==> src/logic/bev_pkg.sv <==
`default_nettype none

package bev_pkg;

	// ========================================
	// widths
	// ========================================
	localparam int ING_W = 12;
	localparam int BUS_W = 12;

	typedef logic [ING_W-1:0] ing_t;
	typedef logic [3:0]       month_t;
	typedef logic [4:0]       day_t;
	typedef logic [7:0]       box_t;
	typedef logic [63:0]      barrel_t;
	typedef logic [BUS_W-1:0] bus_t;

	// ========================================
	// encodings
	// ========================================
	typedef enum logic {Make_drink, Supply} action_t;

	typedef enum logic [2:0] {
		Black_Tea, Milk_Tea, Extra_Milk_Tea, Green_Tea,
		Green_Milk_Tea, Pineapple_Juice, Super_Pineapple_Tea, Super_Pineapple_Milk_Tea
	} bev_type_t;

	typedef enum logic [1:0] {L, M, S} bev_size_t;

	typedef enum logic [1:0] {No_Err, No_Exp, No_Ing, Ing_OF} err_t;

	typedef enum logic [3:0] {
		IDLE, GET_INFO, READ_REQ, READ_WAIT, CHECK,
		UPDATE, WRITE_REQ, WRITE_WAIT, DONE
	} state_t;

	// ========================================
	// barrel record layout
	// ========================================
	localparam int BLACK_LSB = 52;
	localparam int GREEN_LSB = 40;
	localparam int MONTH_LSB = 32;
	localparam int MILK_LSB  = 20;
	localparam int PINE_LSB  = 8;
	localparam int DAY_LSB   = 0;

	// ingredient index order 0 black, 1 green, 2 milk, 3 pineapple
	localparam int ING_LSB [0:3] = '{BLACK_LSB, GREEN_LSB, MILK_LSB, PINE_LSB};

	localparam ing_t ING_MAX = 12'd4095;

	// total volume per cup size
	localparam ing_t VOL_L = 12'd960;
	localparam ing_t VOL_M = 12'd720;
	localparam ing_t VOL_S = 12'd480;

endpackage

`default_nettype wire

==> src/logic/bev_ctrl.sv <==
`timescale 1ns/1ns
`default_nettype none

module bev_ctrl (
	input  logic              clk,
	input  logic              inf_n,
	input  logic              act_valid,
	input  logic              box_valid,
	input  logic              c_out_valid,
	input  logic              sup_done,
	input  logic              expired,
	input  logic              short,
	input  logic              overflow,
	input  bev_pkg::action_t  action,
	output logic              barrel_load,
	output logic              upd_en,
	output logic              clear,
	output logic              c_in_valid,
	output logic              c_r_wb,
	output logic              out_valid,
	output logic              complete,
	output logic [1:0]        step,
	output bev_pkg::err_t     err
);

	bev_pkg::state_t state, next_state;
	logic [1:0] step_q;
	// read reply already seen, supply may still wait on strobes
	logic got_rd;

	// ========================================
	// order FSM
	// ========================================
	always_ff @(posedge clk or negedge inf_n) begin
		if (!inf_n) begin
			state <= bev_pkg::IDLE;
		end else begin
			state <= next_state;
		end
	end

	always_comb begin
		next_state = state;
		case (state)
			bev_pkg::IDLE: begin
				if (act_valid) next_state = bev_pkg::GET_INFO;
			end
			bev_pkg::GET_INFO: begin
				if (box_valid) next_state = bev_pkg::READ_REQ;
			end
			bev_pkg::READ_REQ: next_state = bev_pkg::READ_WAIT;
			bev_pkg::READ_WAIT: begin
				// make goes to the checks, supply needs record and all four amounts
				if (action == bev_pkg::Make_drink) begin
					if (c_out_valid) next_state = bev_pkg::CHECK;
				end else if ((got_rd || c_out_valid) && sup_done) begin
					next_state = bev_pkg::UPDATE;
				end
			end
			bev_pkg::CHECK: begin
				if (expired || short) next_state = bev_pkg::DONE;
				else next_state = bev_pkg::UPDATE;
			end
			bev_pkg::UPDATE: begin
				if (step_q == 2'd3) next_state = bev_pkg::WRITE_REQ;
			end
			bev_pkg::WRITE_REQ: next_state = bev_pkg::WRITE_WAIT;
			bev_pkg::WRITE_WAIT: begin
				if (c_out_valid) next_state = bev_pkg::DONE;
			end
			bev_pkg::DONE: begin
				// a new order may start right after the result
				if (act_valid) next_state = bev_pkg::GET_INFO;
				else next_state = bev_pkg::IDLE;
			end
			default: next_state = bev_pkg::IDLE;
		endcase
	end

	// ========================================
	// update sequencing
	// ========================================
	assign barrel_load = (state == bev_pkg::READ_WAIT) && c_out_valid;
	assign upd_en      = (state == bev_pkg::UPDATE);
	assign clear       = (state == bev_pkg::IDLE) || (state == bev_pkg::DONE);
	assign step        = step_q;

	always_ff @(posedge clk or negedge inf_n) begin
		if (!inf_n) begin
			step_q <= 2'd0;
			got_rd <= 1'b0;
		end else begin
			if (state == bev_pkg::UPDATE) step_q <= step_q + 2'd1;
			else step_q <= 2'd0;
			if (clear) got_rd <= 1'b0;
			else if (barrel_load) got_rd <= 1'b1;
		end
	end

	// ========================================
	// registered bridge and result outputs
	// ========================================
	always_ff @(posedge clk or negedge inf_n) begin
		if (!inf_n) begin
			c_in_valid <= 1'b0;
			c_r_wb     <= 1'b1;
			out_valid  <= 1'b0;
			err        <= bev_pkg::No_Err;
			complete   <= 1'b0;
		end else begin
			// request pulse lines up with the REQ states
			c_in_valid <= (next_state == bev_pkg::READ_REQ) || (next_state == bev_pkg::WRITE_REQ);
			c_r_wb     <= (next_state != bev_pkg::WRITE_REQ);
			out_valid  <= (next_state == bev_pkg::DONE);
			if (next_state == bev_pkg::DONE && state == bev_pkg::CHECK) begin
				// expiry wins over shortage
				err      <= expired ? bev_pkg::No_Exp : bev_pkg::No_Ing;
				complete <= 1'b0;
			end else if (next_state == bev_pkg::DONE) begin
				err      <= overflow ? bev_pkg::Ing_OF : bev_pkg::No_Err;
				complete <= !overflow;
			end else begin
				err      <= bev_pkg::No_Err;
				complete <= 1'b0;
			end
		end
	end

endmodule

`default_nettype wire

==> src/logic/order_capture.sv <==
`timescale 1ns/1ns
`default_nettype none

module order_capture (
	input  logic                clk,
	input  logic                inf_n,
	input  logic                clear,
	input  logic                type_valid,
	input  logic                size_valid,
	input  logic                date_valid,
	input  logic                box_valid,
	input  logic                sup_valid,
	input  logic                act_valid,
	input  bev_pkg::bus_t       d,
	output bev_pkg::action_t    action,
	output bev_pkg::bev_type_t  bev_type,
	output bev_pkg::bev_size_t  bev_size,
	output bev_pkg::month_t     today_month,
	output bev_pkg::day_t       today_day,
	output bev_pkg::box_t       c_addr,
	output bev_pkg::ing_t       supply [0:3],
	output logic                sup_done
);

	// slot for the next supply amount
	logic [1:0] sup_cnt;

	// ========================================
	// order fields
	// ========================================
	always_ff @(posedge clk or negedge inf_n) begin
		if (!inf_n) begin
			action      <= bev_pkg::Make_drink;
			bev_type    <= bev_pkg::Black_Tea;
			bev_size    <= bev_pkg::L;
			today_month <= '0;
			today_day   <= '0;
			c_addr      <= '0;
		end else begin
			if (act_valid) action <= bev_pkg::action_t'(d[0]);
			if (type_valid) bev_type <= bev_pkg::bev_type_t'(d[2:0]);
			if (size_valid) bev_size <= bev_pkg::bev_size_t'(d[1:0]);
			// month on 8:5, day on 4:0
			if (date_valid) begin
				today_month <= d[8:5];
				today_day   <= d[4:0];
			end
			if (box_valid) c_addr <= d[7:0];
		end
	end

	// ========================================
	// supply amounts, index order
	// ========================================
	always_ff @(posedge clk) begin
		if (sup_valid) supply[sup_cnt] <= d;
	end

	always_ff @(posedge clk or negedge inf_n) begin
		if (!inf_n) begin
			sup_cnt  <= 2'd0;
			sup_done <= 1'b0;
		end else if (clear) begin
			sup_cnt  <= 2'd0;
			sup_done <= 1'b0;
		end else if (sup_valid) begin
			sup_cnt <= sup_cnt + 2'd1;
			// fourth amount latched
			if (sup_cnt == 2'd3) sup_done <= 1'b1;
		end
	end

endmodule

`default_nettype wire

==> src/logic/recipe_check.sv <==
`timescale 1ns/1ns
`default_nettype none

module recipe_check (
	input  bev_pkg::bev_type_t  bev_type,
	input  bev_pkg::bev_size_t  bev_size,
	input  bev_pkg::month_t     today_month,
	input  bev_pkg::day_t       today_day,
	input  bev_pkg::barrel_t    barrel,
	output bev_pkg::ing_t       need [0:3],
	output logic                expired,
	output logic                short
);

	bev_pkg::ing_t   vol, half, quarter;
	bev_pkg::month_t b_month;
	bev_pkg::day_t   b_day;

	// ========================================
	// recipe table
	// ========================================
	always_comb begin
		case (bev_size)
			bev_pkg::L: vol = bev_pkg::VOL_L;
			bev_pkg::M: vol = bev_pkg::VOL_M;
			default:    vol = bev_pkg::VOL_S;
		endcase
	end

	assign half    = vol >> 1;
	assign quarter = vol >> 2;

	always_comb begin
		for (int i = 0; i < 4; i++) begin
			need[i] = '0;
		end
		// 0 black, 1 green, 2 milk, 3 pineapple
		case (bev_type)
			bev_pkg::Black_Tea: need[0] = vol;
			bev_pkg::Milk_Tea: begin
				need[0] = vol - quarter;
				need[2] = quarter;
			end
			bev_pkg::Extra_Milk_Tea: begin
				need[0] = half;
				need[2] = half;
			end
			bev_pkg::Green_Tea: need[1] = vol;
			bev_pkg::Green_Milk_Tea: begin
				need[1] = half;
				need[2] = half;
			end
			bev_pkg::Pineapple_Juice: need[3] = vol;
			bev_pkg::Super_Pineapple_Tea: begin
				need[0] = half;
				need[3] = half;
			end
			default: begin
				need[0] = half;
				need[2] = quarter;
				need[3] = quarter;
			end
		endcase
	end

	// ========================================
	// expiry and sufficiency
	// ========================================
	// date fields only use their low bits
	assign b_month = barrel[bev_pkg::MONTH_LSB +: $bits(bev_pkg::month_t)];
	assign b_day   = barrel[bev_pkg::DAY_LSB +: $bits(bev_pkg::day_t)];

	assign expired = (b_month < today_month) || ((b_month == today_month) && (b_day < today_day));

	always_comb begin
		short = 1'b0;
		for (int i = 0; i < 4; i++) begin
			if (barrel[bev_pkg::ING_LSB[i] +: bev_pkg::ING_W] < need[i]) short = 1'b1;
		end
	end

endmodule

`default_nettype wire

==> src/logic/barrel_update.sv <==
`timescale 1ns/1ns
`default_nettype none

module barrel_update (
	input  logic              clk,
	input  logic              inf_n,
	input  logic              clear,
	input  logic              barrel_load,
	input  logic              upd_en,
	input  logic [1:0]        step,
	input  bev_pkg::action_t  action,
	input  bev_pkg::barrel_t  c_data_r,
	input  bev_pkg::ing_t     need [0:3],
	input  bev_pkg::ing_t     supply [0:3],
	input  bev_pkg::month_t   today_month,
	input  bev_pkg::day_t     today_day,
	output bev_pkg::barrel_t  barrel,
	output bev_pkg::barrel_t  c_data_w,
	output logic              overflow
);

	bev_pkg::ing_t old_val, new_val;
	// one extra bit for the carry out
	logic [bev_pkg::ING_W:0] sum;
	logic sat;

	// ========================================
	// one ingredient per step
	// ========================================
	assign old_val = barrel[bev_pkg::ING_LSB[step] +: bev_pkg::ING_W];
	assign sum     = {1'b0, old_val} + {1'b0, supply[step]};
	assign sat     = sum[bev_pkg::ING_W];

	always_comb begin
		if (action == bev_pkg::Supply) begin
			// clip at full barrel
			new_val = sat ? bev_pkg::ING_MAX : sum[bev_pkg::ING_W-1:0];
		end else begin
			// sufficiency already checked, no borrow here
			new_val = old_val - need[step];
		end
	end

	// ========================================
	// record register
	// ========================================
	always_ff @(posedge clk) begin
		if (barrel_load) begin
			barrel <= c_data_r;
		end else if (upd_en) begin
			barrel[bev_pkg::ING_LSB[step] +: bev_pkg::ING_W] <= new_val;
			// supply restamps the barrel date
			if (action == bev_pkg::Supply && step == 2'd0) begin
				barrel[bev_pkg::MONTH_LSB +: 8] <= {4'd0, today_month};
				barrel[bev_pkg::DAY_LSB +: 8]   <= {3'd0, today_day};
			end
		end
	end

	assign c_data_w = barrel;

	// sticky over all four steps of a supply
	always_ff @(posedge clk or negedge inf_n) begin
		if (!inf_n) begin
			overflow <= 1'b0;
		end else if (clear) begin
			overflow <= 1'b0;
		end else if (upd_en && action == bev_pkg::Supply && sat) begin
			overflow <= 1'b1;
		end
	end

endmodule

`default_nettype wire

==> src/logic/bev_top.sv <==
`timescale 1ns/1ns
`default_nettype none

module bev_top (
	input  logic              clk,
	input  logic              inf_n,
	input  bev_pkg::bus_t     d,
	input  logic              act_valid,
	input  logic              type_valid,
	input  logic              size_valid,
	input  logic              date_valid,
	input  logic              box_valid,
	input  logic              sup_valid,
	input  logic              c_out_valid,
	input  bev_pkg::barrel_t  c_data_r,
	output logic              out_valid,
	output logic              complete,
	output logic              c_in_valid,
	output logic              c_r_wb,
	output bev_pkg::err_t     err,
	output bev_pkg::box_t     c_addr,
	output bev_pkg::barrel_t  c_data_w
);

	// latched order
	bev_pkg::action_t   action;
	bev_pkg::bev_type_t bev_type;
	bev_pkg::bev_size_t bev_size;
	bev_pkg::month_t    today_month;
	bev_pkg::day_t      today_day;
	bev_pkg::ing_t      supply [0:3];
	logic               sup_done;

	// control and check results
	logic               barrel_load, upd_en, clear;
	logic [1:0]         step;
	bev_pkg::ing_t      need [0:3];
	logic               expired, short, overflow;
	bev_pkg::barrel_t   barrel;

	bev_ctrl u_ctrl (
		.clk(clk), .inf_n(inf_n), .act_valid(act_valid), .box_valid(box_valid),
		.c_out_valid(c_out_valid), .sup_done(sup_done), .expired(expired), .short(short),
		.overflow(overflow), .action(action), .barrel_load(barrel_load), .upd_en(upd_en),
		.clear(clear), .c_in_valid(c_in_valid), .c_r_wb(c_r_wb), .out_valid(out_valid),
		.complete(complete), .step(step), .err(err)
	);

	order_capture u_capture (
		.clk(clk), .inf_n(inf_n), .clear(clear), .type_valid(type_valid),
		.size_valid(size_valid), .date_valid(date_valid), .box_valid(box_valid),
		.sup_valid(sup_valid), .act_valid(act_valid), .d(d), .action(action),
		.bev_type(bev_type), .bev_size(bev_size), .today_month(today_month),
		.today_day(today_day), .c_addr(c_addr), .supply(supply), .sup_done(sup_done)
	);

	recipe_check u_check (
		.bev_type(bev_type), .bev_size(bev_size), .today_month(today_month),
		.today_day(today_day), .barrel(barrel), .need(need), .expired(expired), .short(short)
	);

	barrel_update u_update (
		.clk(clk), .inf_n(inf_n), .clear(clear), .barrel_load(barrel_load), .upd_en(upd_en),
		.step(step), .action(action), .c_data_r(c_data_r), .need(need), .supply(supply),
		.today_month(today_month), .today_day(today_day), .barrel(barrel),
		.c_data_w(c_data_w), .overflow(overflow)
	);

endmodule

`default_nettype wire

==> config.mk <==
export PLATFORM = sky130hd
export DESIGN_NAME = bev_top
export DESIGN_NICKNAME = d
export VERILOG_FILES = /design/src/logic/bev_pkg.sv /design/src/logic/bev_ctrl.sv /design/src/logic/order_capture.sv /design/src/logic/recipe_check.sv /design/src/logic/barrel_update.sv /design/src/logic/bev_top.sv
export SDC_FILE = /design/constraint.sdc
export NUM_CORES = 1
export LEC_CHECK = 0
export ABC_AREA = 1
export BUFFER_PORTS_ARGS = -buffer_cell sky130_fd_sc_hd__buf_4
export CAP_MARGIN = 25
export CORE_MARGIN = 2
export CORE_UTILIZATION = 57
export CTS_CLUSTER_DIAMETER = 200
export CTS_CLUSTER_SIZE = 20
export DETAILED_ROUTE_END_ITERATION = 7
export GPL_TIMING_DRIVEN = 1
export PLACE_DENSITY_LB_ADDON = 0.1
export SLEW_MARGIN = 20
export SYNTH_ARGS = -nofsm -noshare
export SYNTH_HDL_FRONTEND = slang
export SYNTH_SLANG_ARGS = --single-unit
==> constraint.sdc <==
create_clock -name clk -period 4.4 [get_ports clk]
set_input_delay 1.1 -clock clk [delete_from_list [all_inputs] [get_ports clk]]
set_output_delay 1.1 -clock clk [all_outputs]
set_load 0.03 [all_outputs]
==> flow_summary.json <==
{
  "ys_ff_latch": 152,
  "grt_first_pass_wirelength_mm": 45.5,
  "fin_worst_skew_ps": 12.0,
  "worst_pin_slew_ps": 737,
  "synth.lib_cells_used.distinct": 48,
  "num_io_pins": 163,
  "worst_hold_path_type": "register to register",
  "powerDensity_nw_per_um2": 528,
  "p_int_w": 0.00351,
  "rows": 47,
  "power_frac_comb": 0.429,
  "final.min_clock_period_ps": 3740,
  "clock_tree_from_tritoncts": "yes",
  "worst_path_setup_slack_after_routing_ps": 659,
  "rsz_0062_raised_after_global_routing": "no",
  "ys_async_sr_fraction": 0.263,
  "max-vdd-ir-drop_v": 0.000314,
  "clk_transition_reported_paths_ps": 70,
  "numCtsBuffers": 17,
  "firstDrtPassIters": 6,
  "route.detailed.wl_per_inst_um": 19.2,
  "pre_cts_slack_ps": 682,
  "cts.path.max_buffers": 2,
  "route.vias.total": 8704,
  "floorplan.die.height_um": 133,
  "switchingPower_w": 0.00254,
  "number_of_antenna_violations_at_the_first_check_in_global_routing": 0,
  "nNetsFinal": 1441,
  "cts.repair_timing.setup_buffer_count": 0,
  "cts_hold_repair.buffers": 0,
  "globalRoute.busiestLayer": "met2",
  "pwr-share-seq": 0.333,
  "finalWeightedCongestion": 1.00,
  "fp.dieArea_um2": 17600,
  "synth_edf_count": 112,
  "gates_resized_cts_repair": 0,
  "cts-htree-levels": 4,
  "cp_data_required_time_ps": 4590,
  "synth_xor_xnor_area_share": 0.00926,
  "groute.layer.met3.usage": 0.0563,
  "outcome": "finished, final reports clean",
  "grtUsageMet1": 0.421,
  "met2_usage": 0.581,
  "drc": 0,
  "worst_skew_pair.late_latency_ps": 440,
  "share_of_power_burned_in_the_clock_network": 0.237,
  "critical_path_arrival_ps": 3930,
  "drt_first_iter_violations": 663,
  "ys_seq_area_frac": 0.461,
  "final-hold-violation-count": 0,
  "post_synth_and_or_nand_nor_area_fraction": 0.232,
  "placement.io_buffers": 162,
  "drt-vias-per-instance": 5.72,
  "postSynth.topFlopCell": "edfxtp_1",
  "yosys.area.top_type_share": 0.355,
  "period_utilization": 0.850,
  "synth_top_area_cell": "edfxtp_1",
  "overall_global_routing_resource_usage": 0.337,
  "synth_top_family_by_area": "simple AND/OR/NAND/NOR gates",
  "place.detailed.hpwl_mm": 22.2,
  "post_synth_inst_count": 1139,
  "netSwitchingFraction": 0.420,
  "worstPathMaxFanout": 31,
  "drv_cap": 0,
  "clkSinkCount": 152,
  "timing.final.setup_violations": 0,
  "mappedNetlistArea_um2": 9460,
  "n_antenna_cell": 0,
  "cts_root_buffer": "clkbuf_16",
  "grt_overflow": 0,
  "post_route_cells_drive_above_1_share": 0.188,
  "cp-end-kind": "register",
  "grt_start_max_net_pins": 68,
  "synth_mux_area_frac": 0.00952,
  "cellLeakagePower_nw": 5.23,
  "synth-adder-area-share": 0.0923,
  "fp.dieW_um": 133,
  "number_of_global_route_vias_before_repair": 8390,
  "routed_wl_mm": 29.2,
  "synth.top_cells.by_area": "edfxtp_1 (36%), nand2_1 (11%), dfrtp_1 (10%)",
  "antenna_violating_nets_left": 0,
  "drv_slew": 0,
  "synthTopCellsByCount": "nand2_1 (287), nor2_1 (120), edfxtp_1 (112), inv_1 (112), o21ai_0 (110)",
  "area_growth_pct": 20.9,
  "synth-compound-area-share": 0.127,
  "post-synth-top-count-cell": "nand2_1",
  "worst_slew_margin_rel": 0.508,
  "synth.avg_cell_area_um2": 8.31,
  "n_fill_cell": 1340,
  "setup-tns-final_ps": 0,
  "placeable_core_area_um2": 16400,
  "floorplan.initialDensity": 0.577,
  "yosys_warnings": 0,
  "timing.critical_path.from_type": "register",
  "maximum_frequency_from_static_timing_analysis_ghz": 0.267,
  "critical_path_class": "register to register"
}
-- power by group through the flow --
stage	Combinational [W]	Sequential, W	Clock (W)
2_1_floorplan	0.00161	0.00216	0
3_3_place_gp	0.00252	0.00203	0
3_5_place_dp	0.00254	0.00204	0
4_1_cts	0.00257	0.00201	0.00144
5_1_grt	0.00289	0.00203	0.00149
6_report	0.00259	0.00202	0.00144
-- registers in the layout, summed over array words and instances (netlist names), 3 cells and up --
register and cells:
u_capture.c_addr 8, u_capture.supply 48, u_update.barrel 64, u_ctrl.state 4, u_capture.bev_type 3, u_capture.today_day 5
u_capture.today_month 4
-- placed cells by master, fill, tap and decap left out, types with 8 or more instances in the layout --
master     count
nand2_1      287
buf_4        167
nor2_1       120
edfxtp_1     112
inv_1        111
o21ai_0      109
ha_1          65
nand3_1       49
a21oi_1       42
dfrtp_1       38
nand4_1       33
o22ai_1       23
clkbuf_16     17
inv_2         13
o31ai_1       10
o21ai_1        9
xnor2_1        8
mux2_2         8
-- worst max-delay path, stage by stage, from the launching register on --
cell and delay (ps):
dfrtp_2 740, inv_2 280, nand2_1 110, inv_1 40, o31ai_1 530, inv_1 200
ha_1 420, nand2_1 110, nand3_1 130, nand3_1 100, nand3_1 170, inv_2 200
nand3_1 200, nand4_1 170, nand2_1 80
-- metrics by stage --
| step | power [W] | instances | cell area, um^2 | util | hold slack, ps |
|---|---|---|---|---|---|
| 2_1_floorplan | 0.00377 | 1141 | 9470 | - | 459 |
| 3_3_place_gp | 0.00455 | 1489 | 10900 | 0.663 | 470 |
| 3_5_place_dp | 0.00458 | 1489 | 10900 | 0.663 | 476 |
| 4_1_cts | 0.00601 | 1521 | 11400 | 0.697 | 490 |
| 5_1_grt | 0.00642 | 1521 | 11400 | 0.697 | 505 |
| 6_report | 0.00605 | 1521 | 11400 | 0.697 | 493 |
-- layer usage --
metal	vias up	part of all wire	routed length (um)
li1	4163	-	-
met1	4102	0.40	11600
met2	370	0.50	14600
met3	69	0.068	1980
met4	0	0.034	978
met5	-	0	0
-- final cells by class --
cell class | count | area, um^2 | area share
clock buffers | 17 | 425 | 0.0372
clock inverters | 15 | 144 | 0.0126
inverters | 125 | 469 | 0.0410
multi-input cells | 823 | 4470 | 0.390
flip-flops and latches | 152 | 4370 | 0.382
well taps | 220 | 275 | 0.0241
repair buffers | 169 | 1290 | 0.113
-- path summary, 6_finish.rpt --
kind / cells after the start / from / slack [ps] / endpoint
worst max-delay path: 14 / u_ctrl.step[0] / 660 / u_update.barrel[28]
worst min-delay path: 1 / u_ctrl.got_rd / 490 / u_ctrl.got_rd
worst max register to register: 14 / u_ctrl.step[0] / 660 / u_update.barrel[28]
worst min register to register: 1 / u_ctrl.got_rd / 490 / u_ctrl.got_rd
max in group asynchronous: 1 / inf_n / 3300 / u_ctrl.step[0]
min in group asynchronous: 1 / inf_n / 640 / u_capture.bev_type[2]
-- logic make-up (layout without fill, tap and decap cells) --
kind of cell | Yosys count | after routing
XOR/XNOR | 10 | 10
buffers and inverters | 166 | 326
multiplexers | 8 | 8
other | 1 | 3
adder cells (fa/ha/maj) | 68 | 68
AO/OA/AOI/OAI | 216 | 216
flip-flops | 152 | 152
AND/OR/NAND/NOR | 518 | 518
Note: power is estimated with default switching activity, not from simulation.
